===== config.mk =====
export PLATFORM = sky130hd
export DESIGN_NAME = result_arbiter
export DESIGN_NICKNAME = d
export VERILOG_FILES = /design/src/hw/reduction_pkg.sv /design/src/hw/result_arbiter.sv
export SDC_FILE = /design/constraint.sdc
export NUM_CORES = 1
export LEC_CHECK = 0
export BUFFER_PORTS_ARGS = -buffer_cell sky130_fd_sc_hd__buf_2
export CORE_AREA = 2 2 66 68
export DETAILED_ROUTE_END_ITERATION = 8
export DIE_AREA = 0 0 68 70
export PLACE_DENSITY = 0.66
export SETUP_SLACK_MARGIN = 0.02
export SYNTH_ARGS = -nofsm -noshare
export SYNTH_HDL_FRONTEND = slang
export SYNTH_SLANG_ARGS = --single-unit

===== constraint.sdc =====
create_clock -name clk_i -period 1.45 [get_ports clk_i]
set_input_delay 0.145 -clock clk_i [delete_from_list [all_inputs] [get_ports clk_i]]
set_output_delay 0.145 -clock clk_i [all_outputs]
set_load 0.01 [all_outputs]

===== src/hw/reduction_pkg.sv =====
//////////////////////////////
// Shared reduction types
// Router ops, unit ops, rounding field, lane tag
// Default operand widths
//////////////////////////////

package reduction_pkg;

  //////////////////////////////
  // Router side
  //////////////////////////////

  // Reduction operation as offered by the router
  typedef enum logic [1:0] {
    F_Add = 2'd0,
    F_Mul = 2'd1,
    F_Max = 2'd2,
    F_Min = 2'd3
  } red_op_e;

  //////////////////////////////
  // Wide unit command
  //////////////////////////////

  typedef enum logic [1:0] {
    U_ADD    = 2'd0,
    U_MUL    = 2'd1,
    U_MINMAX = 2'd2
  } unit_op_e;

  // With U_MINMAX: RNE picks max, RTZ picks min
  typedef enum logic {
    RNE = 1'b0,
    RTZ = 1'b1
  } rnd_mode_e;

  // Tag on the shared response port
  typedef enum logic {
    LANE_NARROW = 1'b0,
    LANE_WIDE   = 1'b1
  } lane_e;

  // Default widths
  localparam int unsigned NarrowWidthDefault = 32;
  localparam int unsigned WideWidthDefault   = 64;

endpackage

===== src/hw/result_arbiter.sv =====
//////////////////////////////
// Response port arbiter
// Round robin over narrow and wide lanes
//////////////////////////////

`timescale 1ns/1ps

module result_arbiter #(
  parameter int unsigned NarrowWidth = reduction_pkg::NarrowWidthDefault,
  parameter int unsigned WideWidth   = reduction_pkg::WideWidthDefault
) (
  input  logic                    clk_i,
  input  logic                    rst_i,
  // Narrow lane
  input  logic                    narrow_valid_i,
  output logic                    narrow_ready_o,
  input  logic [NarrowWidth-1:0]  narrow_data_i,
  // Wide lane
  input  logic                    wide_valid_i,
  output logic                    wide_ready_o,
  input  logic [WideWidth-1:0]    wide_data_i,
  // Shared response port
  output logic                    resp_valid_o,
  input  logic                    resp_ready_i,
  output reduction_pkg::lane_e    resp_lane_o,
  output logic [WideWidth-1:0]    resp_data_o
);

  import reduction_pkg::*;

  lane_e                last_q;
  logic                 grant_wide;
  logic [WideWidth-1:0] narrow_ext;

  // On a tie the lane not served last time wins
  always_comb begin
    if (narrow_valid_i && wide_valid_i) begin
      grant_wide = (last_q == LANE_NARROW);
    end else begin
      grant_wide = wide_valid_i;
    end
  end

  always_comb begin
    narrow_ext                  = '0;
    narrow_ext[NarrowWidth-1:0] = narrow_data_i;
  end

  assign resp_valid_o   = narrow_valid_i | wide_valid_i;
  assign resp_lane_o    = grant_wide ? LANE_WIDE : LANE_NARROW;
  assign resp_data_o    = grant_wide ? wide_data_i : narrow_ext;
  assign narrow_ready_o = resp_ready_i & ~grant_wide;
  assign wide_ready_o   = resp_ready_i & grant_wide;

  // Reset to wide so narrow goes first
  always_ff @(posedge clk_i) begin
    if (rst_i) begin
      last_q <= LANE_WIDE;
    end else if (resp_valid_o && resp_ready_i) begin
      last_q <= resp_lane_o;
    end
  end

endmodule


Word level (Yosys, flattened, before mapping)
Index checks and enable logic that the tools add are counted.

Flip-flop bits (word level): 1. Logic and storage cells: 11.

Multiplexer cells: 3. Reductions and logical operators: 2. Bitwise gates (word level): 5.

Operator list (count): 64-bit two-way mux (1); 1-bit AND (2); 1-bit logical AND (2); 1-bit two-way mux (2); 1-bit inverter (2); 1-bit OR (1).

Longest topological paths before layout
Depth in word-level cells: 4. Mapped depth: 4.

Least setup slack after synthesis
OpenSTA, ideal clock, no wires.

Path type: register -> output. From: register last_q. To: output resp_data_o[27]. Data arrival time: 1.042 ns. Data required time: 1.305 ns. Stages on the path, launching flop included: 4. Slack: 0.263 ns. Path buffers: 1. Cells stage by stage: dfxtp_1 a21boi_4 buf_4 mux2_2.

Cells in the longest elaborated chain, start to end: 3.

RTL lines: from (decl) (RTL line result_arbiter.sv:31) `lane_e last_q;`; from (signal assigned) (RTL line result_arbiter.sv:60) `last_q <= resp_lane_o;`; 1-bit inverter (RTL line result_arbiter.sv:38) `grant_wide = (last_q == LANE_NARROW);`; 1-bit two-way mux (RTL line result_arbiter.sv:37) `if (narrow_valid_i && wide_valid_i) begin`; 64-bit two-way mux (RTL line result_arbiter.sv:51) `assign resp_data_o = grant_wide ? wide_data_i : narrow_ext;`; to (decl) (RTL line result_arbiter.sv:26) `output logic [WideWidth-1:0] resp_data_o`.

Every way passes these cells.

Worst setup path in the final report
From: register last_q. To: output resp_data_o[6].

The elaborated chain is that of the path after synthesis.

==> run metrics <==
flop-to-flop setup slack 0.74 ns; synth warn 0; number of port buffers 168; largest net degree at the start of global routing 37; clk_skew 0 ns; CP bufs+invs 2; hold buffers post-CTS 0; DR vias/cell 3.935; measured slew at the worst slew-check pin 0.1935 ns; post-route antenna net violation count 0; status complete, no violations; First-pass DRT Iterations 4; # resized after CTS 0; Syn Inst Count 79; top post-synthesis cells by area mux2_2 (51%), and2_1 (29%), buf_6 (9.5%), dfxtp_1 (2.8%), a21boi_4 (2.6%); LEAKAGE 0.0009643 µW; setup TNS 0 ns; syn_nets 180; hold path endpoint last_q; first-pass GRT wire length 4057 µm; critical path depth in cells 4; final hold violation count 0; Worst-path clk slew 0 ns; Fill cells 431; Post-synth EDFFs 0; CP max-delay cell mux2_2; clk_lat worst skew 0 ns; I/O Pins 169; post-synthesis sequential area ratio 0.02812; hpwl dp 2551 µm; GRT Util Overall 0.1029; data arrival time of the critical path 1.23 ns; Layout Nets 345; vias in the first global route 957; Period Utilization, post-route 0.9495; Hold Path Origin rst_i; Netlist cell types 11; Post-CTS Setup Bufs 0; RSZ-0062 raised after global routing true; Max Transition Viols Final 0; Synth top cells by count and2_1 (33), mux2_2 (32), buf_6 (6); DR WL/cell 9.752 µm; hold depth 2; layout cells sized above 1 0.8430; CP max stage delay 0.35 ns; # setup viols final 0; total gr overflow 0; min-delay worst type primary input to flip-flop; max reg flops 1; Remaining DRCs 0; total wire length 2867 µm; via count 1157; Die Area 4760 µm²; asr flop ratio synth 0; # diodes 0; # Max-Cap Violations 0; CP Capture Type output pin; Worst VDD drop 263.4 µV; Die Y-Extent 70 µm; initial core utilization 0.1718; initial antenna violation count 0; Die X 68 µm; Biggest register last_q; Seq cells post-synth 1; Area growth, synth to finish 122.3%; CP Launch Type flip-flop; max_slew headroom 0.8706; cell with the most instances after synthesis and2_1; worst r2r path cells 2; FF-to-FF Start last_q; Routability Congestion 0.7292; crit path max fanout 36; total power 525.6 µW; Largest delay share family, worst path buffers and inverters; top flop regs last_q (1); Mapped Area 711.9 µm²; Synth top area share 0.5062; Pwr Density 332.1 nW/µm²; Top FF cell, synth dfxtp_1; Worst EP required 1.31 ns; Core Region 4144 µm²; reg-to-reg critical path endpoint last_q; DRT iter0 DRCs 15; area leader, netlist mux2_2; min cycle time layout 1.377 ns; mean post-synth cell area 9.012 µm²; worst path cell trace a21boi_4 > buf_12 > mux2_2 > buf_2; Max Freq 726.3 MHz; # rows 24; type of the worst setup path flip-flop to output pin
stage by stage:
stage | area [µm²] | hold slack, ns | instances | setup WS [ns] | util
global route | 1583 | 0.3579 | 294 | 0.005266 | 0.3819
detailed placement | 1583 | 0.3426 | 294 | 0.06346 | 0.3819
CTS | 1583 | 0.3426 | 294 | 0.06063 | 0.3819
floorplan | 711.9 | 0.2518 | 79 | 0.2631 | -
finish | 1583 | 0.3404 | 294 | 0.07322 | 0.3819
global placement | 1583 | 0.3371 | 294 | 0.07577 | 0.3819
cells by family after synthesis:
kind of cell	after synthesis	synth area share
simple gates	36	0.3164
mux	32	0.5062
buf+inv	7	0.1054
compound gates	3	0.04394
flops	1	0.02812
layout make-up:
class	count	area (µm²)	area share
timing repair buffer	170	880.8	0.5565
multi-input combinational	71	616.8	0.3897
tap	52	65.06	0.04111
sequential	1	20.02	0.01265
how the worst max path moves through the flow:
stage | slack [ns] | end | from
floorplan | 0.26 | resp_data_o[27] | last_q
finish | 0.07 | resp_data_o[6] | last_q
detailed placement | 0.06 | resp_data_o[5] | last_q
global route | 0.005 | resp_data_o[5] | last_q
CTS | 0.06 | resp_data_o[5] | last_q
global placement | 0.08 | resp_data_o[6] | last_q
report_power, final:
group / switching, µW / internal (µW) / leakage, µW / total (µW)
Clock: 0 / 0 / 0 / 0
Combinational: 203 / 290 / 0.000956 / 494
Sequential: 2.01 / 30.0 / 0.00000828 / 32.0
Total: 205 / 320 / 0.000964 / 526
worst register-to-register path, cell delays in order (launching register included):
cell	delay, ns
dfxtp_1	0.36
and3_1	0.17
o21bai_1	0.07
per-layer routing:
| metal | track usage | up-vias | part of all wire |
|---|---|---|---|
| li1 | - | 593 | - |
| met1 | 0.1144 | 480 | 0.36 |
| met2 | 0.2168 | 84 | 0.52 |
| met3 | 0.001610 | 0 | 0.13 |
| met4 | 0 | 0 | 0 |
| met5 | 0 | - | 0 |
layout by cell type (no fill, tap or decap):
cell,instances
buf_2,168
and2_1,33
o21bai_1,1
and3_1,1
nor2b_1,1
a21boi_4,1
dfxtp_1,1
or2_2,1
a21oi_1,1
mux2_2,32
buf_12,2
Note: power is estimated with default switching activity, not from simulation.
