`src/hw/reduction_pkg.sv`:
```
//////////////////////////////
// Shared reduction types
// Router ops, unit ops, rounding field, lane tag
// Default operand widths
//////////////////////////////

package reduction_pkg;

  //////////////////////////////
  // Router side
  //////////////////////////////

  // Reduction operation as offered by the router
  typedef enum logic [1:0] {
    F_Add = 2'd0,
    F_Mul = 2'd1,
    F_Max = 2'd2,
    F_Min = 2'd3
  } red_op_e;

  //////////////////////////////
  // Wide unit command
  //////////////////////////////

  typedef enum logic [1:0] {
    U_ADD    = 2'd0,
    U_MUL    = 2'd1,
    U_MINMAX = 2'd2
  } unit_op_e;

  // With U_MINMAX: RNE picks max, RTZ picks min
  typedef enum logic {
    RNE = 1'b0,
    RTZ = 1'b1
  } rnd_mode_e;

  // Tag on the shared response port
  typedef enum logic {
    LANE_NARROW = 1'b0,
    LANE_WIDE   = 1'b1
  } lane_e;

  // Default widths
  localparam int unsigned NarrowWidthDefault = 32;
  localparam int unsigned WideWidthDefault   = 64;

endpackage
```
`src/hw/narrow_reduction_alu.sv`:
```
//////////////////////////////
// Narrow integer reduction ALU
// One-entry output register
//////////////////////////////

`timescale 1ns/1ps

module narrow_reduction_alu #(
  parameter int unsigned NarrowWidth = reduction_pkg::NarrowWidthDefault
) (
  input  logic                    clk_i,
  input  logic                    rst_i,
  // Request
  input  logic                    req_valid_i,
  output logic                    req_ready_o,
  input  reduction_pkg::red_op_e  req_op_i,
  input  logic [NarrowWidth-1:0]  req_operand1_i,
  input  logic [NarrowWidth-1:0]  req_operand2_i,
  // Result
  output logic                    resp_valid_o,
  input  logic                    resp_ready_i,
  output logic [NarrowWidth-1:0]  resp_data_o
);

  import reduction_pkg::*;

  logic [NarrowWidth-1:0] result_d;
  logic [NarrowWidth-1:0] result_q;
  logic                   valid_q;
  logic                   req_fire;

  // Accept when empty or the held result leaves this cycle
  assign req_ready_o = ~valid_q | resp_ready_i;
  assign req_fire    = req_valid_i & req_ready_o;

  // Unsigned compare, add and mul wrap to NarrowWidth
  always_comb begin
    unique case (req_op_i)
      F_Add: result_d = req_operand1_i + req_operand2_i;
      F_Mul: result_d = req_operand1_i * req_operand2_i;
      F_Max: begin
        result_d = (req_operand1_i > req_operand2_i) ? req_operand1_i : req_operand2_i;
      end
      F_Min: begin
        result_d = (req_operand1_i < req_operand2_i) ? req_operand1_i : req_operand2_i;
      end
      default: result_d = '0;
    endcase
  end

  always_ff @(posedge clk_i) begin
    if (rst_i) begin
      valid_q <= 1'b0;
    end else if (req_ready_o) begin
      valid_q <= req_valid_i;
    end
  end

  // Result payload
  always_ff @(posedge clk_i) begin
    if (req_fire) begin
      result_q <= result_d;
    end
  end

  assign resp_valid_o = valid_q;
  assign resp_data_o  = result_q;

endmodule

```
`config.mk`:
```
export PLATFORM = sky130hd
export DESIGN_NAME = narrow_reduction_alu
export DESIGN_NICKNAME = d
export VERILOG_FILES = /design/src/hw/reduction_pkg.sv /design/src/hw/narrow_reduction_alu.sv
export SDC_FILE = /design/constraint.sdc
export NUM_CORES = 1
export LEC_CHECK = 0
export BUFFER_PORTS_ARGS = -buffer_cell sky130_fd_sc_hd__buf_2
export CAP_MARGIN = 10
export CORE_ASPECT_RATIO = 0.7
export CORE_MARGIN = 2
export CORE_UTILIZATION = 50
export CTS_CLUSTER_SIZE = 8
export DETAILED_ROUTE_END_ITERATION = 10
export GPL_TIMING_DRIVEN = 0
export PLACE_DENSITY = 0.7
export SKIP_CTS_REPAIR_TIMING = 1
export SLEW_MARGIN = 20
export SYNTH_ARGS = -nofsm -noshare
export SYNTH_HDL_FRONTEND = slang
export SYNTH_SLANG_ARGS = --single-unit
```
`constraint.sdc`:
```
create_clock -name clk_i -period 16.1 [get_ports clk_i]
set_input_delay 1.61 -clock clk_i [delete_from_list [all_inputs] [get_ports clk_i]]
set_output_delay 1.61 -clock clk_i [all_outputs]
set_load 0.03 [all_outputs]
```
### Word-level counts from Yosys, hierarchy flattened

Cells that the tools add are included.

* add/sub/neg operators: 1
* $mul: 1
* order comparisons: 2
* eq/ne operators: 3
* multiplexer cells: 3
* bitwise logic cells: 3
* reduce and logical (&&, ||, !) cells: 1

Operators with widths (count)
* $pmux W32 S4: 1
* $mux W32: 2
* $add A32 B32 Y32: 1
* $gt A32 B32 Y1: 1
* $lt A32 B32 Y1: 1
* $mul A32 B32 Y32: 1
* $eq A2 B2 Y1 const B: 2
* $eq A2 B1 Y1 const B: 1
* $logic_not A2 Y1: 1
* $and A1 B1 Y1: 1
* $not A1 Y1: 1
* $or A1 B1 Y1: 1

* register bits: 33
* input port bits: 70
* output and inout port bits: 34
* logic and storage cells: 16

### Logic depth before layout (Yosys ltp)

* word-level depth: 3
* mapped depth: 28
* mapped depth without buffers: 26

### Worst setup path before layout

No wires, ideal clock.

* kind: input port to flip-flop
* from: input port req_operand2_i[3]
* to: register result_q[23], in the netlist resp_data_o[23] (data pin)
* setup time: 0.270 ns
* data arrival time: 7.989 ns
* required time: 15.830 ns
* slack: 7.841 ns
* cell stages on the path: 24
* path buffers: 2
* cells stage by stage: clkbuf_1 clkbuf_1 and2_1 fa_1 inv_1 fa_1 fa_1 fa_1 inv_1 ha_1 ha_1 fa_1 fa_1 ha_1 a21o_1 a31o_2 or3_1 o221a_2 o31a_1 a221oi_2 xor2_1 a21oi_1 a221oi_1 a21oi_1

* word-level cells in the longest chain between the ends: 3
* elaborated cells between the ends (all ways): 7
* those cells by class: 1 x add/sub; 1 x mul; 2 x order compare; 3 x mux

RTL lines
* from (decl): line narrow_reduction_alu.sv:18 `input logic [NarrowWidth-1:0] req_operand2_i,`
* branches (longest 2 deep; another with $mul A32 B32 Y32)
* $pmux W32 S4 *: line narrow_reduction_alu.sv:38 `unique case (req_op_i)`
* net result_d[23]: line narrow_reduction_alu.sv:27 `logic [NarrowWidth-1:0] result_d;`
* to (signal assigned): line narrow_reduction_alu.sv:62 `result_q <= result_d;`
* to (decl): line narrow_reduction_alu.sv:28 `logic [NarrowWidth-1:0] result_q;`

Mark *: on every way through the listed nets, which the timed path passes.
A chain may end at the register's enable or synchronous reset.

### Worst setup path in the final report

* from: input port req_operand1_i[0]
* to: register result_q[31], in the netlist resp_data_o[31] (data pin)

* word-level cells in the longest chain between the ends: 3
* elaborated cells between the ends (all ways): 7
* those cells by class: 1 x add/sub; 1 x mul; 2 x order compare; 3 x mux

RTL lines
* from (decl): line narrow_reduction_alu.sv:17 `input logic [NarrowWidth-1:0] req_operand1_i,`
* branches (longest 2 deep; another with $mul A32 B32 Y32)
* $pmux W32 S4 *: line narrow_reduction_alu.sv:38
* net result_d[31]: line narrow_reduction_alu.sv:27

Marks and branches as above.

==> run metrics <==
Synth Instances=around 2.3k; Post-Route WL=around 76 mm; # DRC=0; vias in the first global route=17.4k; die area=0.0417 mm2; CTS H-tree lvls=2; layout cells sized above 1=approximately 6.3%; Root Buffer=clkbuf_16; Crit path max-delay family=adder cells; clk slew on worst S/H paths=around 0.060 ns; DR iter-0 viols=1809; total CTS buffers=5; Max-Slew Margin vs Limit=between 20% and 30%; CP endpoint kind=flop; post-detail-place hpwl=63.9 mm; Post-synth EDFFs=32; first-pass GRT wire length=between 100 and 150 mm; commonest non-fill, non-tap cells in the layout=440 x inv_1, 409 x fa_1, 260 x and2_1; met2 usage=54.3%; syn_area_per_cell=8.83 um2; Final period util=64.1%; Cell Area, Synth=0.0200 mm2; number of vias per cell=5.83; met3 track demand over resource=12.8%; io pins=104; Port Buffers=102; CTS tree=done; Rows=61; DRT antenna net count=0; worst skew pair latency=0.29 ns; Hold Crit Class=flop to flop; CP bufs+invs=6; Max Slew Vio Count=0; Post-synth top flop=edfxtp_1; CP arrival=10.32 ns; register area share after synthesis=approximately 4.9%; status=finished clean; largest fanout on the critical path=10; Synthesized Nets=2932; maximum buffer depth of the clock tree=2; gr busiest metal=met2; setup TNS=0 ns; initial antenna violation count=1; die width=roughly 240 um; post-layout minimum cycle time=10.32 ns; Setup Skew=0.00590 ns; CP dominant cell by count=ha_1; Yosys reg bits=33; Core Box Area=0.0396 mm2; largest stage delay on the critical path=0.79 ns; met1 GRT Util=roughly 52%; clk sinks=33; grt ovf=0; Synth async-reset ratio=0%; Pre-antenna DRT Iters=6; via count=17.0k; CP Launch Type=primary input; post-layout util=54.0%; RSZ-0062 raised after global routing=no; Yosys cell types=72; Initial Util=50.5%; CP Data Required Time=approximately 16 ns; Global Route Usage Sum=between 30% and 40%; largest net degree at the start of global routing=33; WL/cell=26.1 um; Layout Nets=a little over 3k; Achievable Freq=just under 100 MHz; commonest non-fill, non-tap cell in the layout=inv_1; Max-Cap Viols=0; critical path type=primary input to flop; final setup fails=0; Fillers=around 3.7k; Die Span Y=approximately 170 um; Warnings, synthesis=0; area growth from synthesis to layout=6.79%; Slew @ Worst Pin=1.10 ns; Hold Violations, Final=0; CP max stage cell=clkinv_1; placer's final routability congestion estimate=1.01
## cells in the mapped netlist (9+ instances only)
cell type  instances  share of area [%]
xor2_1            26                1.1
nor3_1            14               0.35
and2_1           261                8.2
nor2_1           104                1.9
a21oi_1           78                1.9
a221oi_1          14               0.61
o21a_1            16               0.60
xnor2_1           81                3.5
o21ai_0           48                1.2
fa_1             409                 41
a211oi_1           9               0.34
o31ai_1           10               0.37
nor2b_1           10               0.31
nand2b_1          10               0.31
ha_1             186                 12
edfxtp_1          32                4.8
clkbuf_1         101                1.9
a21o_1            15               0.56
o211ai_1          10               0.37
nand2_1          256                4.8
inv_1            440                8.2
## tightest hold or removal path: cells and delay by family (launching register included)
family / cells / cell delay, ns
AOI/OAI and AO/OA: 1 / 0.07
and+or+nand+nor: 1 / 0.09
DFF: 1 / 0.31
## metal layers
metal	vias up	share of wire (%)
li1	7199	-
met2	1032	41
met4	0	4.4
met5	-	0
met1	8591	41
met3	187	13
## per-stage QoR
stage | worst slack [ns] | instance area (um2) | instances | hold slack, ns
floorplan | 7.84 | 20000 | 2267 | 0.860
global placement | 5.60 | 21200 | 2904 | 0.482
detailed placement | 5.53 | 21200 | 2904 | 0.506
CTS | 5.83 | 21400 | 2912 | 0.518
global route | 5.65 | 21400 | 2912 | 0.554
finish | 5.78 | 21400 | 2917 | 0.518
## final timing paths
path	from	end	slack, ns	cells after the start
min	resp_valid_o	resp_valid_o	0.52	2
min reg2reg	resp_valid_o	resp_valid_o	0.52	2
max	req_operand1_i[0]	resp_data_o[31]	5.78	26
max reg2reg	resp_valid_o	resp_data_o[26]	14.62	2
## final cells by class
cell class,instances,area (um2),area share (%)
plain buffers,115,453,2.12
clock buffers,6,129,0.603
repair buffers,102,510,2.39
inverters,441,1660,7.74
well taps,535,669,3.13
diodes,5,12.5,0.0585
flip-flops and latches,33,981,4.59
clock inverters,2,33.8,0.158
multi-input cells,1678,16900,79.2
## state kept, by name, indices dropped and copies added, names as in the netlist
register,cells
resp_data_o,32
resp_valid_o,1
## kinds of logic (layout without fill, tap and decap cells)
family / after synthesis / count (layout) / share of synthesized area [%]
buffers and inverters: 556 / 666 / 10.5
and+or+nand+nor: 696 / 696 / 17.3
AOI/OAI and AO/OA: 262 / 262 / 8.76
other: 0 / 5 / 0
xor gates and xnor gates: 107 / 107 / 4.68
muxes: 18 / 18 / 1.36
adders and majority gates: 595 / 595 / 52.5
DFF: 33 / 33 / 4.90
Power is not shown: default switching activity piles up to over one toggle a cycle in this logic, so the estimate is an artifact.
