[src/hw/reduction_pkg.sv]
//////////////////////////////
// Shared reduction types
// Router ops, unit ops, rounding field, lane tag
// Default operand widths
//////////////////////////////

package reduction_pkg;

  //////////////////////////////
  // Router side
  //////////////////////////////

  // Reduction operation as offered by the router
  typedef enum logic [1:0] {
    F_Add = 2'd0,
    F_Mul = 2'd1,
    F_Max = 2'd2,
    F_Min = 2'd3
  } red_op_e;

  //////////////////////////////
  // Wide unit command
  //////////////////////////////

  typedef enum logic [1:0] {
    U_ADD    = 2'd0,
    U_MUL    = 2'd1,
    U_MINMAX = 2'd2
  } unit_op_e;

  // With U_MINMAX: RNE picks max, RTZ picks min
  typedef enum logic {
    RNE = 1'b0,
    RTZ = 1'b1
  } rnd_mode_e;

  // Tag on the shared response port
  typedef enum logic {
    LANE_NARROW = 1'b0,
    LANE_WIDE   = 1'b1
  } lane_e;

  // Default widths
  localparam int unsigned NarrowWidthDefault = 32;
  localparam int unsigned WideWidthDefault   = 64;

endpackage
[src/hw/wide_op_decoder.sv]
//////////////////////////////
// Wide command decoder
// Router op to unit command and slots
//////////////////////////////

`timescale 1ns/1ps

module wide_op_decoder #(
  parameter int unsigned WideWidth = reduction_pkg::WideWidthDefault
) (
  input  reduction_pkg::red_op_e    req_op_i,
  input  logic [WideWidth-1:0]      req_operand1_i,
  input  logic [WideWidth-1:0]      req_operand2_i,
  output reduction_pkg::unit_op_e   cmd_op_o,
  output reduction_pkg::rnd_mode_e  cmd_rnd_o,
  output logic [WideWidth-1:0]      cmd_operand0_o,
  output logic [WideWidth-1:0]      cmd_operand1_o,
  output logic [WideWidth-1:0]      cmd_operand2_o
);

  import reduction_pkg::*;

  always_comb begin
    // Defaults
    cmd_op_o       = U_ADD;
    cmd_rnd_o      = RNE;
    cmd_operand0_o = '0;
    cmd_operand1_o = '0;
    cmd_operand2_o = '0;

    unique case (req_op_i)
      // Addend slots are 1 and 2
      F_Add: begin
        cmd_op_o       = U_ADD;
        cmd_operand1_o = req_operand1_i;
        cmd_operand2_o = req_operand2_i;
      end
      F_Mul: begin
        cmd_op_o       = U_MUL;
        cmd_operand0_o = req_operand1_i;
        cmd_operand1_o = req_operand2_i;
      end
      // Min and max share one opcode, rounding field picks
      F_Max: begin
        cmd_op_o       = U_MINMAX;
        cmd_rnd_o      = RNE;
        cmd_operand0_o = req_operand1_i;
        cmd_operand1_o = req_operand2_i;
      end
      F_Min: begin
        cmd_op_o       = U_MINMAX;
        cmd_rnd_o      = RTZ;
        cmd_operand0_o = req_operand1_i;
        cmd_operand1_o = req_operand2_i;
      end
      default: begin
        cmd_op_o = U_ADD;
      end
    endcase
  end

endmodule

[config.mk]
export PLATFORM = sky130hd
export DESIGN_NAME = wide_op_decoder
export DESIGN_NICKNAME = d
export VERILOG_FILES = /design/src/hw/reduction_pkg.sv /design/src/hw/wide_op_decoder.sv
export SDC_FILE = /design/constraint.sdc
export NUM_CORES = 1
export LEC_CHECK = 0
export BUFFER_PORTS_ARGS = -buffer_cell sky130_fd_sc_hd__buf_2
export CAP_MARGIN = 5
export CELL_PAD_IN_SITES_DETAIL_PLACEMENT = 0
export CELL_PAD_IN_SITES_GLOBAL_PLACEMENT = 2
export CORE_MARGIN = 4
export CORE_UTILIZATION = 13
export DETAILED_ROUTE_END_ITERATION = 16
export MAX_ROUTING_LAYER = met4
export PLACE_DENSITY = 0.95
export SLEW_MARGIN = 20
export SYNTH_ARGS = -nofsm -noshare
export SYNTH_HDL_FRONTEND = slang
export SYNTH_SLANG_ARGS = --single-unit
[constraint.sdc]
create_clock -name vclk -period 2.2
set_input_delay 0.33 -clock vclk [all_inputs]
set_output_delay 0.33 -clock vclk [all_outputs]
set_load 0.01 [all_outputs]
======== After elaboration in Yosys (flattened, before gate mapping) ========
Index checks and enable logic that the tools add are counted.
operators by class
  add/sub/neg operators ................... 0
  bitwise operators ....................... 0
  reduce and logical (&&, ||, !) cells .... 3
  multiplexer cells ....................... 5
  shift operators ......................... 0
  $lt $le $gt $ge ......................... 0
  eq/ne operators ......................... 3
  divide/modulo/power cells ............... 0
  multiply operators ...................... 0
operator list
  kind                  count
  $mux W64              2
  $pmux W64 S2          1
  $pmux W2 S3           1
  $eq A2 B2 Y1 const B  2
  $reduce_or A3 Y1      1
  $eq A2 B1 Y1 const B  1
  $logic_not A2 Y1      1
  $reduce_or A2 Y1      1
  $mux W1               1
storage, ports and cells
  output and inout bits ................... 195
  input port bits ......................... 130
  logic and storage cells ................. 11
  latch bits .............................. 0
  bits in read-only memories .............. 0
  RAM bits ................................ 0
  memories kept ........................... 0
  flip-flop bits (word level) ............. 0

======== Longest topological paths before layout ========
Gate-level depths: netlist of the first run.
  depth in word-level cells ............... 3
  depth in mapped cells ................... 4
  mapped depth without buffers ............ 2

======== Worst setup path after synthesis of the first run ========
Ideal clock, no wire load.
  path type ............................... input to output
  start point ............................. input req_op_i[1]
  end point ............................... output cmd_operand1_o[10]
  path slack .............................. 0.762 ns
  arrival time ............................ 1.108 ns
  stages on the path ...................... 4
  cells stage by stage .................... nor2_2 -> buf_6 -> buf_12 -> mux2_4
between the ends
  cells in the longest elaborated chain, start to end .. 3
RTL lines
  element                                              RTL line               source
  start: declaration                                   wide_op_decoder.sv:11  input reduction_pkg::red_op_e req_op_i,
  $eq A2 B2 Y1 / $eq A2 B1 Y1 (equally long branches)  wide_op_decoder.sv:31  unique case (req_op_i)
  $reduce_or A3 Y1 (no line)                           -
  $pmux W64 S2 *                                       wide_op_decoder.sv:31
  end: declaration                                     wide_op_decoder.sv:17  output logic [WideWidth-1:0] cmd_operand1_o,
Mark *: on every way between the ends. The rest lies on a longest branch, timed or not.

======== Worst setup path in the final report of the first run ========
  start point ............................. input req_op_i[1]
  end point ............................... output cmd_operand1_o[14]
Same word-level chain as after synthesis.

==> results of run 1 <==
==> cell usage after synthesis <==
cell type / count
and2_1: 65
nor2b_1: 65
mux2_4: 60
buf_2: 8
buf_12: 6
clkbuf_2: 6
mux2_2: 4
buf_6: 1
clkbuf_1: 1
nor2_2: 1
==> metal layers <==
metal,routed length [um],share of wire,GRT usage,vias to the layer above
met1,3585,0.40,0.1049,1123
met5,0,0,-,-
li1,-,-,-,1323
met4,0,0,0,0
met2,4605,0.51,0.1786,190
met3,849,0.094,0.01720,0
==> metrics by stage <==
step	instance area (um^2)	hold WS, ns
after detailed placement	3732	0.9210
after global routing	3732	0.9355
after global placement	3732	0.9223
final	3732	0.9212
after floorplan	1971	0.7064
after CTS	3732	0.9226
==> final timing paths <==
check / from / endpoint / slack [ns]
hold / removal: req_op_i[1] / cmd_op_o[1] / 0.92
setup / recovery: req_op_i[1] / cmd_operand1_o[14] / 0.35
==> cells by family after synthesis <==
kind of cell,synth area share
simple gates,0.4159
mux,0.4800
buf+inv,0.1041
==> power groups by stage <==
stage | Clock (uW) | Sequential [uW] | Combinational, uW
floorplan | 0 | 0 | 446
global placement | 0 | 0 | 811
detailed placement | 0 | 0 | 809
CTS | 0 | 0 | 812
global route | 0 | 0 | 864
finish | 0 | 0 | 800
==> layout make-up <==
class | count | area [um^2]
fill | 1652 | 10970
multi-input combinational | 195 | 1770
tap | 184 | 230.2
timing repair buffer | 334 | 1732
==> summary.txt, run 1 <==
Floorplan
  • Initial core utilization: 0.1341
  • Die height: 131.1 um
  • Row count: 44
  • Horiz. Die Dim: 131.1 um
  • Number of ports placed on the die boundary: 325
  • Area of the die: 17190 um^2
  • Standard cell core area: 14700 um^2

GRT
  • Largest net degree at the start of global routing: 84
  • Number of antenna violations at the first check in global routing: 0
  • Via count of the first global-routing pass: 2498
  • First-pass GRT wire length: 13.21 mm
  • Residual overflow from global routing: 0
  • Overall global routing resource usage: 0.09223

Power
  • Internal power: 431.0 uW
  • Power spent charging and discharging nets: 368.8 uW
  • Comb power frac: 1.000
  • Clock power frac: 0
  • Switching Share: 0.4611
  • VDD IR-drop max: 0.1241 mV
  • Pwr dens: 214.3 nW/um^2
  • Fraction of power consumed by sequential logic: 0
  • Leakage dissipation: 0.002255 uW
  • Power consumption: 799.8 uW

Yosys
  • Post-Synthesis Cell Area: 1971 um^2
  • Number of instances in the synthesized netlist: 217
  • Avg Inst Size Synth: 9.081 um^2
  • Top cells by area in the synthesized netlist: mux2_4 46%, and2_1 21%, nor2b_1 21%
  • Top-area cell type share of the netlist area: 0.4571
  • Nets in the synthesized netlist: 347
  • Proportion of synthesized chip area in sequential cells: 0
  • Count of different cell masters after synthesis: 10
  • Leading area contributor after synthesis: mux2_4
  • Number of warnings reported in the yosys synthesis log: 0

STA
  • Shortest period the worst path allows: 1.847 ns
  • Accumulated negative setup slack: 0 ns
  • Count of endpoints failing setup in the final report: 0
  • Max-slew violation total from the final report: 0
  • Headroom to the max-slew limit: 0.7389
  • Min setup slack post-route: 0.3531 ns
  • RSZ-0062 raised after global routing: false
  • Final Hold Viols: 0
  • Achievable clock frequency: 0.5415 GHz
  • Final cycle utilization of the critical path: 0.8395
  • Transition time at the pin with the least slew margin: 0.3917 ns

Place
  • Weighted congestion at the end of routability-driven global placement: 0.8220
  • Worst slack, placed: 0.3422 ns
  • Number of cells in the design after placement: 713
  • IO buf count: 325
  • Final HPWL DP: 8.262 mm

Route
  • Total via count after detailed routing: 2636
  • Via density: 3.697
  • Initial drt markers: 41
  • Post-route DRC violation count: 0
  • Wire per inst: 12.68 um
  • Antenna violation net count after detailed routing: 0
  • Pre-antenna DRT Iters: 4
  • Total Routed Length: 9.040 mm

Layout
  • Most common cell after layout, fill and taps aside: buf_2
  • Count of nets after finishing: 661
  • Layout sequential cell count: 0
  • Sequential cell area: 0 um^2
  • Number of clock buffers in the layout: 0
  • Commonest cells after routing, fill and taps aside: 325 x buf_2, 65 x nor2b_1, 65 x and2_1, 60 x mux2_4, 6 x buf_4
  • Antenna cells: 0
  • Utilization after layout: 0.2539
  • Non-Filler Instances: 713
  • Ratio of cells with drive above 1 in the final layout: 0.7543
  • Synthesis-to-layout area growth: 89.40%

Run status
  • Outcome: completed

Clock tree
  • # Post-CTS Setup Buffers: 0
  • Post-CTS Hold Buffers: 0
  • Resized Gates After CTS: 0

Setup path
  • Cell repeated most along the worst path: buf_2
  • Category of the worst setup path launch point: input pin
  • Crit path DAT: 1.52 ns
  • Dominant delay contributor by cell family on the critical path: buffers and inverters
  • Sequence of cells on the critical path: buf_2 > nor2_4 > buf_12 > buf_4 > mux2_4 > buf_2
  • Sum of buffers and inverters on the critical path: 4
  • Required time reported for the critical path endpoint: 1.87 ns
  • Max stage delay cell, worst path: mux2_4
  • Kind of critical path: in -> out
  • Stage delay of the slowest cell on the critical path: 0.32 ns
  • Largest driver fanout on the critical path: 23
  • Critical Path Stages: 6
  • Crit path capture type: primary output

Hold path
  • Type of the most critical hold path: in -> out
  • Hold Path Cell Cnt: 2

Run
  • Number of max-cap violations: 0
Note: power is estimated with default switching activity, not from simulation.
==> run 2: changes to the inputs <==
--- a/config.mk
+++ b/config.mk
@@ -10,10 +10,10 @@
 export CELL_PAD_IN_SITES_DETAIL_PLACEMENT = 0
 export CELL_PAD_IN_SITES_GLOBAL_PLACEMENT = 2
 export CORE_MARGIN = 4
-export CORE_UTILIZATION = 13
+export CORE_UTILIZATION = 12
 export DETAILED_ROUTE_END_ITERATION = 16
 export MAX_ROUTING_LAYER = met4
-export PLACE_DENSITY = 0.95
+export PLACE_DENSITY = 0.91
 export SLEW_MARGIN = 20
 export SYNTH_ARGS = -nofsm -noshare
 export SYNTH_HDL_FRONTEND = slang
==> constraint.sdc (replaced) <==
create_clock -name vclk -period 1.7
set_input_delay 0.255 -clock vclk [all_inputs]
set_output_delay 0.255 -clock vclk [all_outputs]
set_load 0.01 [all_outputs]
==> summary.txt, run 2 (synthesis results as in run 1) <==
Floorplan
  • Area of the die: 18540 um^2 (+7.8%)
  • Initial core utilization: 0.1232 (-0.01090)
  • Horiz. Die Dim: 136.2 um (+3.8%)
  • Standard cell core area: 16000 um^2 (+8.9%)
  • Row count: 46 (+4.5%)
  • Die height: 136.2 um (+3.8%)
  • Number of ports placed on the die boundary: 325 (unchanged)

Route
  • Wire per inst: 12.44 um (-1.9%)
  • Antenna violation net count after detailed routing: 0 (unchanged)
  • Post-route DRC violation count: 0 (unchanged)
  • Pre-antenna DRT Iters: 4 (unchanged)
  • Total via count after detailed routing: 2704 (+2.6%)
  • Total Routed Length: 9.479 mm (+4.9%)
  • Via density: 3.549 (-4.0%)
  • Initial drt markers: 29 (-29%)

Setup path
  • Category of the worst setup path launch point: input pin
  • Dominant delay contributor by cell family on the critical path: buffers and inverters
  • Required time reported for the critical path endpoint: 1.44 ns (-0.43 ns)
  • Sequence of cells on the critical path: buf_2 > nor2_4 > buf_12 > buf_12 > mux2_4 > buf_2
  • Crit path capture type: primary output
  • Crit path DAT: 1.37 ns (-0.15 ns)
  • Largest driver fanout on the critical path: 21 (-8.7%)
  • Stage delay of the slowest cell on the critical path: 0.31 ns (about the same)
  • Sum of buffers and inverters on the critical path: 4 (unchanged)
  • Critical Path Stages: 6 (unchanged)
  • Max stage delay cell, worst path: mux2_4
  • Kind of critical path: in -> out

Place
  • Number of cells in the design after placement: 762 (+6.9%)
  • Final HPWL DP: 8.799 mm (+6.5%)
  • Weighted congestion at the end of routability-driven global placement: 0.7777 (-5.4%)
  • Worst slack, placed: 0.06148 ns (-0.2807 ns)
  • IO buf count: 325 (unchanged)

Layout
  • Antenna cells: 0 (unchanged)
  • Ratio of cells with drive above 1 in the final layout: 0.7619 (+0.007651)
  • Commonest cells after routing, fill and taps aside: 325 x buf_2, 65 x nor2b_1, 65 x and2_1, 60 x mux2_4, 20 x buf_4
  • Utilization after layout: 0.2461 (-0.007826)
  • Synthesis-to-layout area growth: 99.81%
  • Number of fill cells in the layout: 1781 (+7.8%)
  • Non-Filler Instances: 762 (+6.9%)
  • Count of nets after finishing: 678 (+2.6%)
  • Layout sequential cell count: 0 (unchanged)
  • Multi-input gate area in the final layout: 1770 um^2 (unchanged)
  • Number of clock buffers in the layout: 0 (unchanged)
  • Most common cell after layout, fill and taps aside: buf_2
  • Sequential cell area: 0 um^2 (unchanged)

STA
  • Final cycle utilization of the critical path: 0.9576
  • WHS: 0.7882 ns (-0.1330 ns)
  • Accumulated negative setup slack: 0 ns (unchanged)
  • Count of endpoints failing setup in the final report: 0 (unchanged)
  • Transition time at the pin with the least slew margin: 0.1797 ns (-0.2120 ns)
  • Shortest period the worst path allows: 1.628 ns
  • Headroom to the max-slew limit: 0.8800 (+0.1411)
  • Achievable clock frequency: 0.6143 GHz
  • Max-slew violation total from the final report: 0 (unchanged)
  • Final Hold Viols: 0 (unchanged)
  • RSZ-0062 raised after global routing: false
  • Min setup slack post-route: 0.07210 ns (-0.2810 ns)

Power
  • Leakage dissipation: 0.002353 uW (+4.4%)
  • Fraction of power consumed by sequential logic: 0 (unchanged)
  • Switching Share: 0.4516 (-0.009509)
  • VDD IR-drop max: 0.1043 mV (-16%)
  • Power spent charging and discharging nets: 487.6 uW (+32%)
  • Pwr dens: 274.2 nW/um^2 (+28%)
  • Clock power frac: 0 (unchanged)
  • Comb power frac: 1.000 (about the same)
  • Internal power: 592.2 uW (+37%)

Clock tree
  • Post-CTS Hold Buffers: 0 (unchanged)
  • # Post-CTS Setup Buffers: 0 (unchanged)
  • Resized Gates After CTS: 0 (unchanged)

GRT
  • First-pass GRT wire length: 12.72 mm (-3.7%)
  • Overall global routing resource usage: 0.08564 (-0.006585)
  • Via count of the first global-routing pass: 2588 (+3.6%)
  • Number of antenna violations at the first check in global routing: 0 (unchanged)
  • Largest net degree at the start of global routing: 25 (-70%)
  • Residual overflow from global routing: 0 (unchanged)

Hold path
  • Hold Path Cell Cnt: 2 (unchanged)
  • Type of the most critical hold path: in -> out

Run status
  • Outcome: completed

Run
  • Number of max-cap violations: 0 (unchanged)
run 2: changes by cell type in the layout (fill, tap and decap cells not counted), sizes merged:
cell and delta:
buf +17
run 2: final timing paths:
check / to / slack [ns] / from
hold / removal: cmd_op_o[1] / 0.79 / req_op_i[1]
setup / recovery: cmd_operand1_o[43] / 0.07 / req_op_i[1]
run 2: cell type report:
class / instances / share of cell area
timing repair buffer: 351 / 0.4817
multi-input combinational: 195 / 0.4496
tap: 216 / 0.06864
run 2: stage by stage:
step / area (um^2) / power [uW]
finish: 3938 / 1080
detailed placement: 3938 / 1093
CTS: 3938 / 1096
global route: 3938 / 1169
global placement: 3938 / 1093
floorplan: 1971 / 576.6
run 2: power by group through the flow:
stage,Clock (uW),Combinational (uW),Sequential [uW]
2_1_floorplan,0,577,0
3_3_place_gp,0,1090,0
3_5_place_dp,0,1090,0
4_1_cts,0,1100,0
5_1_grt,0,1170,0
6_report,0,1080,0
run 2: metal layers:
layer | global-route usage | vias up | part of all wire
li1 | - | 1355 | -
met1 | 0.09867 | 1153 | 0.38
met2 | 0.1668 | 196 | 0.51
met3 | 0.01147 | 0 | 0.11
met4 | 0 | 0 | 0
met5 | - | - | 0
==> run 3: changes to the inputs <==
--- a/config.mk
+++ b/config.mk
@@ -5,7 +5,7 @@
 export SDC_FILE = /design/constraint.sdc
 export NUM_CORES = 1
 export LEC_CHECK = 0
-export BUFFER_PORTS_ARGS = -buffer_cell sky130_fd_sc_hd__buf_2
+export BUFFER_PORTS_ARGS = -buffer_cell sky130_fd_sc_hd__clkbuf_2
 export CAP_MARGIN = 5
 export CELL_PAD_IN_SITES_DETAIL_PLACEMENT = 0
 export CELL_PAD_IN_SITES_GLOBAL_PLACEMENT = 2
@@ -14,6 +14,7 @@
 export DETAILED_ROUTE_END_ITERATION = 16
 export MAX_ROUTING_LAYER = met4
 export PLACE_DENSITY = 0.91
+export RECOVER_POWER = 50
 export SLEW_MARGIN = 20
 export SYNTH_ARGS = -nofsm -noshare
 export SYNTH_HDL_FRONTEND = slang
==> summary.txt, run 3 (synthesis results as in run 1) <==
Run status
  • Outcome: completed

GRT
  • Residual overflow from global routing: 0 (unchanged)
  • Largest net degree at the start of global routing: 26 (+4.0%)
  • First-pass GRT wire length: 12.94 mm (+1.7%)
  • Number of antenna violations at the first check in global routing: 0 (unchanged)
  • Overall global routing resource usage: 0.08691 (+0.001268)
  • Via count of the first global-routing pass: 2583 (-0.19%)

Route
  • Post-route DRC violation count: 0 (unchanged)
  • Total Routed Length: 9.307 mm (-1.8%)
  • Via density: 3.572 (+0.66%)
  • Initial drt markers: 36 (+24%)
  • Antenna violation net count after detailed routing: 0 (unchanged)
  • Total via count after detailed routing: 2704 (unchanged)
  • Pre-antenna DRT Iters: 4 (unchanged)
  • Wire per inst: 12.29 um (-1.2%)

Layout
  • Ratio of cells with drive above 1 in the final layout: 0.6211 (-0.1408)
  • Count of nets after finishing: 673 (-0.74%)
  • Sequential cell area: 0 um^2 (unchanged)
  • Number of fill cells in the layout: 1798 (+0.95%)
  • Synthesis-to-layout area growth: 93.14%
  • Commonest cells after routing, fill and taps aside: 250 x clkbuf_2, 75 x clkbuf_1, 65 x nor2b_1, 65 x and2_1, 60 x mux2_4
  • Layout sequential cell count: 0 (unchanged)
  • Antenna cells: 0 (unchanged)
  • Most common cell after layout, fill and taps aside: clkbuf_2
  • Number of clock buffers in the layout: 0 (unchanged)

Setup path
  • Dominant delay contributor by cell family on the critical path: buffers and inverters
  • Category of the worst setup path launch point: input pin
  • Crit path capture type: primary output
  • Sequence of cells on the critical path: clkbuf_2 > nor2_4 > buf_12 > buf_4 > mux2_4 > clkbuf_2
  • Kind of critical path: in -> out
  • Required time reported for the critical path endpoint: 1.44 ns (about the same)
  • Crit path DAT: 1.34 ns (-0.03 ns)
  • Max stage delay cell, worst path: mux2_4
  • Largest driver fanout on the critical path: 16 (-24%)
  • Cell repeated most along the worst path: clkbuf_2
  • Stage delay of the slowest cell on the critical path: 0.30 ns (about the same)
  • Sum of buffers and inverters on the critical path: 4 (unchanged)

STA
  • Shortest period the worst path allows: 1.596 ns (-0.03179 ns)
  • Count of endpoints failing setup in the final report: 0 (unchanged)
  • Achievable clock frequency: 0.6265 GHz (+2.0%)
  • Final cycle utilization of the critical path: 0.9389 (-0.01870)
  • Headroom to the max-slew limit: 0.8647 (-0.01527)
  • Final Hold Viols: 0 (unchanged)
  • Max-slew violation total from the final report: 0 (unchanged)
  • RSZ-0062 raised after global routing: false
  • Accumulated negative setup slack: 0 ns (unchanged)
  • Min setup slack post-route: 0.1039 ns (+0.03179 ns)
  • Transition time at the pin with the least slew margin: 0.2026 ns (+0.02286 ns)

Place
  • Weighted congestion at the end of routability-driven global placement: 0.7653 (-1.6%)
  • Worst slack, placed: 0.09958 ns (+0.03810 ns)
  • IO buf count: 325 (unchanged)
  • Final HPWL DP: 8.737 mm (-0.70%)

Run
  • Number of max-cap violations: 0 (unchanged)

Clock tree
  • Post-CTS Hold Buffers: 0 (unchanged)
  • Resized Gates After CTS: 0 (unchanged)
  • # Post-CTS Setup Buffers: 0 (unchanged)

Power
  • Comb power frac: 1.000 (about the same)
  • Switching Share: 0.4704 (+0.01883)
  • Fraction of power consumed by sequential logic: 0 (unchanged)
  • Internal power: 556.5 uW (-6.0%)
  • Power spent charging and discharging nets: 494.3 uW (+1.4%)
  • Power consumption: 1051 uW (-2.7%)
  • VDD IR-drop max: 0.1272 mV (+22%)
  • Leakage dissipation: 0.002083 uW (-11%)
  • Clock power frac: 0 (unchanged)
  • Pwr dens: 276.1 nW/um^2 (+0.68%)

Hold path
  • Type of the most critical hold path: in -> out

Floorplan
  • Row count: 46 (unchanged)
  • Die height: 136.2 um (unchanged)
  • Horiz. Die Dim: 136.2 um (unchanged)
  • Initial core utilization: 0.1232 (unchanged)
  • Area of the die: 18540 um^2 (unchanged)
  • Number of ports placed on the die boundary: 325 (unchanged)
  • Standard cell core area: 16000 um^2 (unchanged)
run 3: cell count changes in the layout (fill, tap and decap cells not counted):
cell / delta
buf_4: -5
buf_2: -325
clkbuf_2: +250
clkbuf_1: +75
run 3: cell type report:
class	instances	area, um^2	share of cell area
well taps	216	270.3	0.07101
multi-input cells	195	1770	0.4652
repair buffers	346	1765	0.4638
run 3: worst paths after layout:
check	startpoint	end	slack, ns	cells after the start
max	req_op_i[1]	cmd_operand1_o[8]	0.10	6
min	req_op_i[1]	cmd_op_o[1]	0.77	2
run 3: layer usage:
metal | GRT usage | vias up | routed length (um)
li1 | - | 1354 | -
met1 | 0.1009 | 1144 | 3507
met2 | 0.1640 | 200 | 4609
met3 | 0.01184 | 6 | 1101
met4 | 0.008399 | 0 | 89
met5 | - | - | 0
run 3: stage by stage:
step           instance area, um^2  cells    util  hold slack [ns]
6_report                      3806    757  0.2379           0.7723
2_1_floorplan                 1971    217       -           0.5564
3_5_place_dp                  3900    757  0.2437           0.7715
4_1_cts                       3900    757  0.2437           0.7718
3_3_place_gp                  3900    757  0.2437           0.7741
5_1_grt                       3806    757  0.2379           0.7915
run 3: power groups by stage:
stage	sequential, uW	combinational, uW	clock (uW)
2_1_floorplan	0	577	0
3_3_place_gp	0	1090	0
3_5_place_dp	0	1090	0
4_1_cts	0	1090	0
5_1_grt	0	1140	0
6_report	0	1050	0
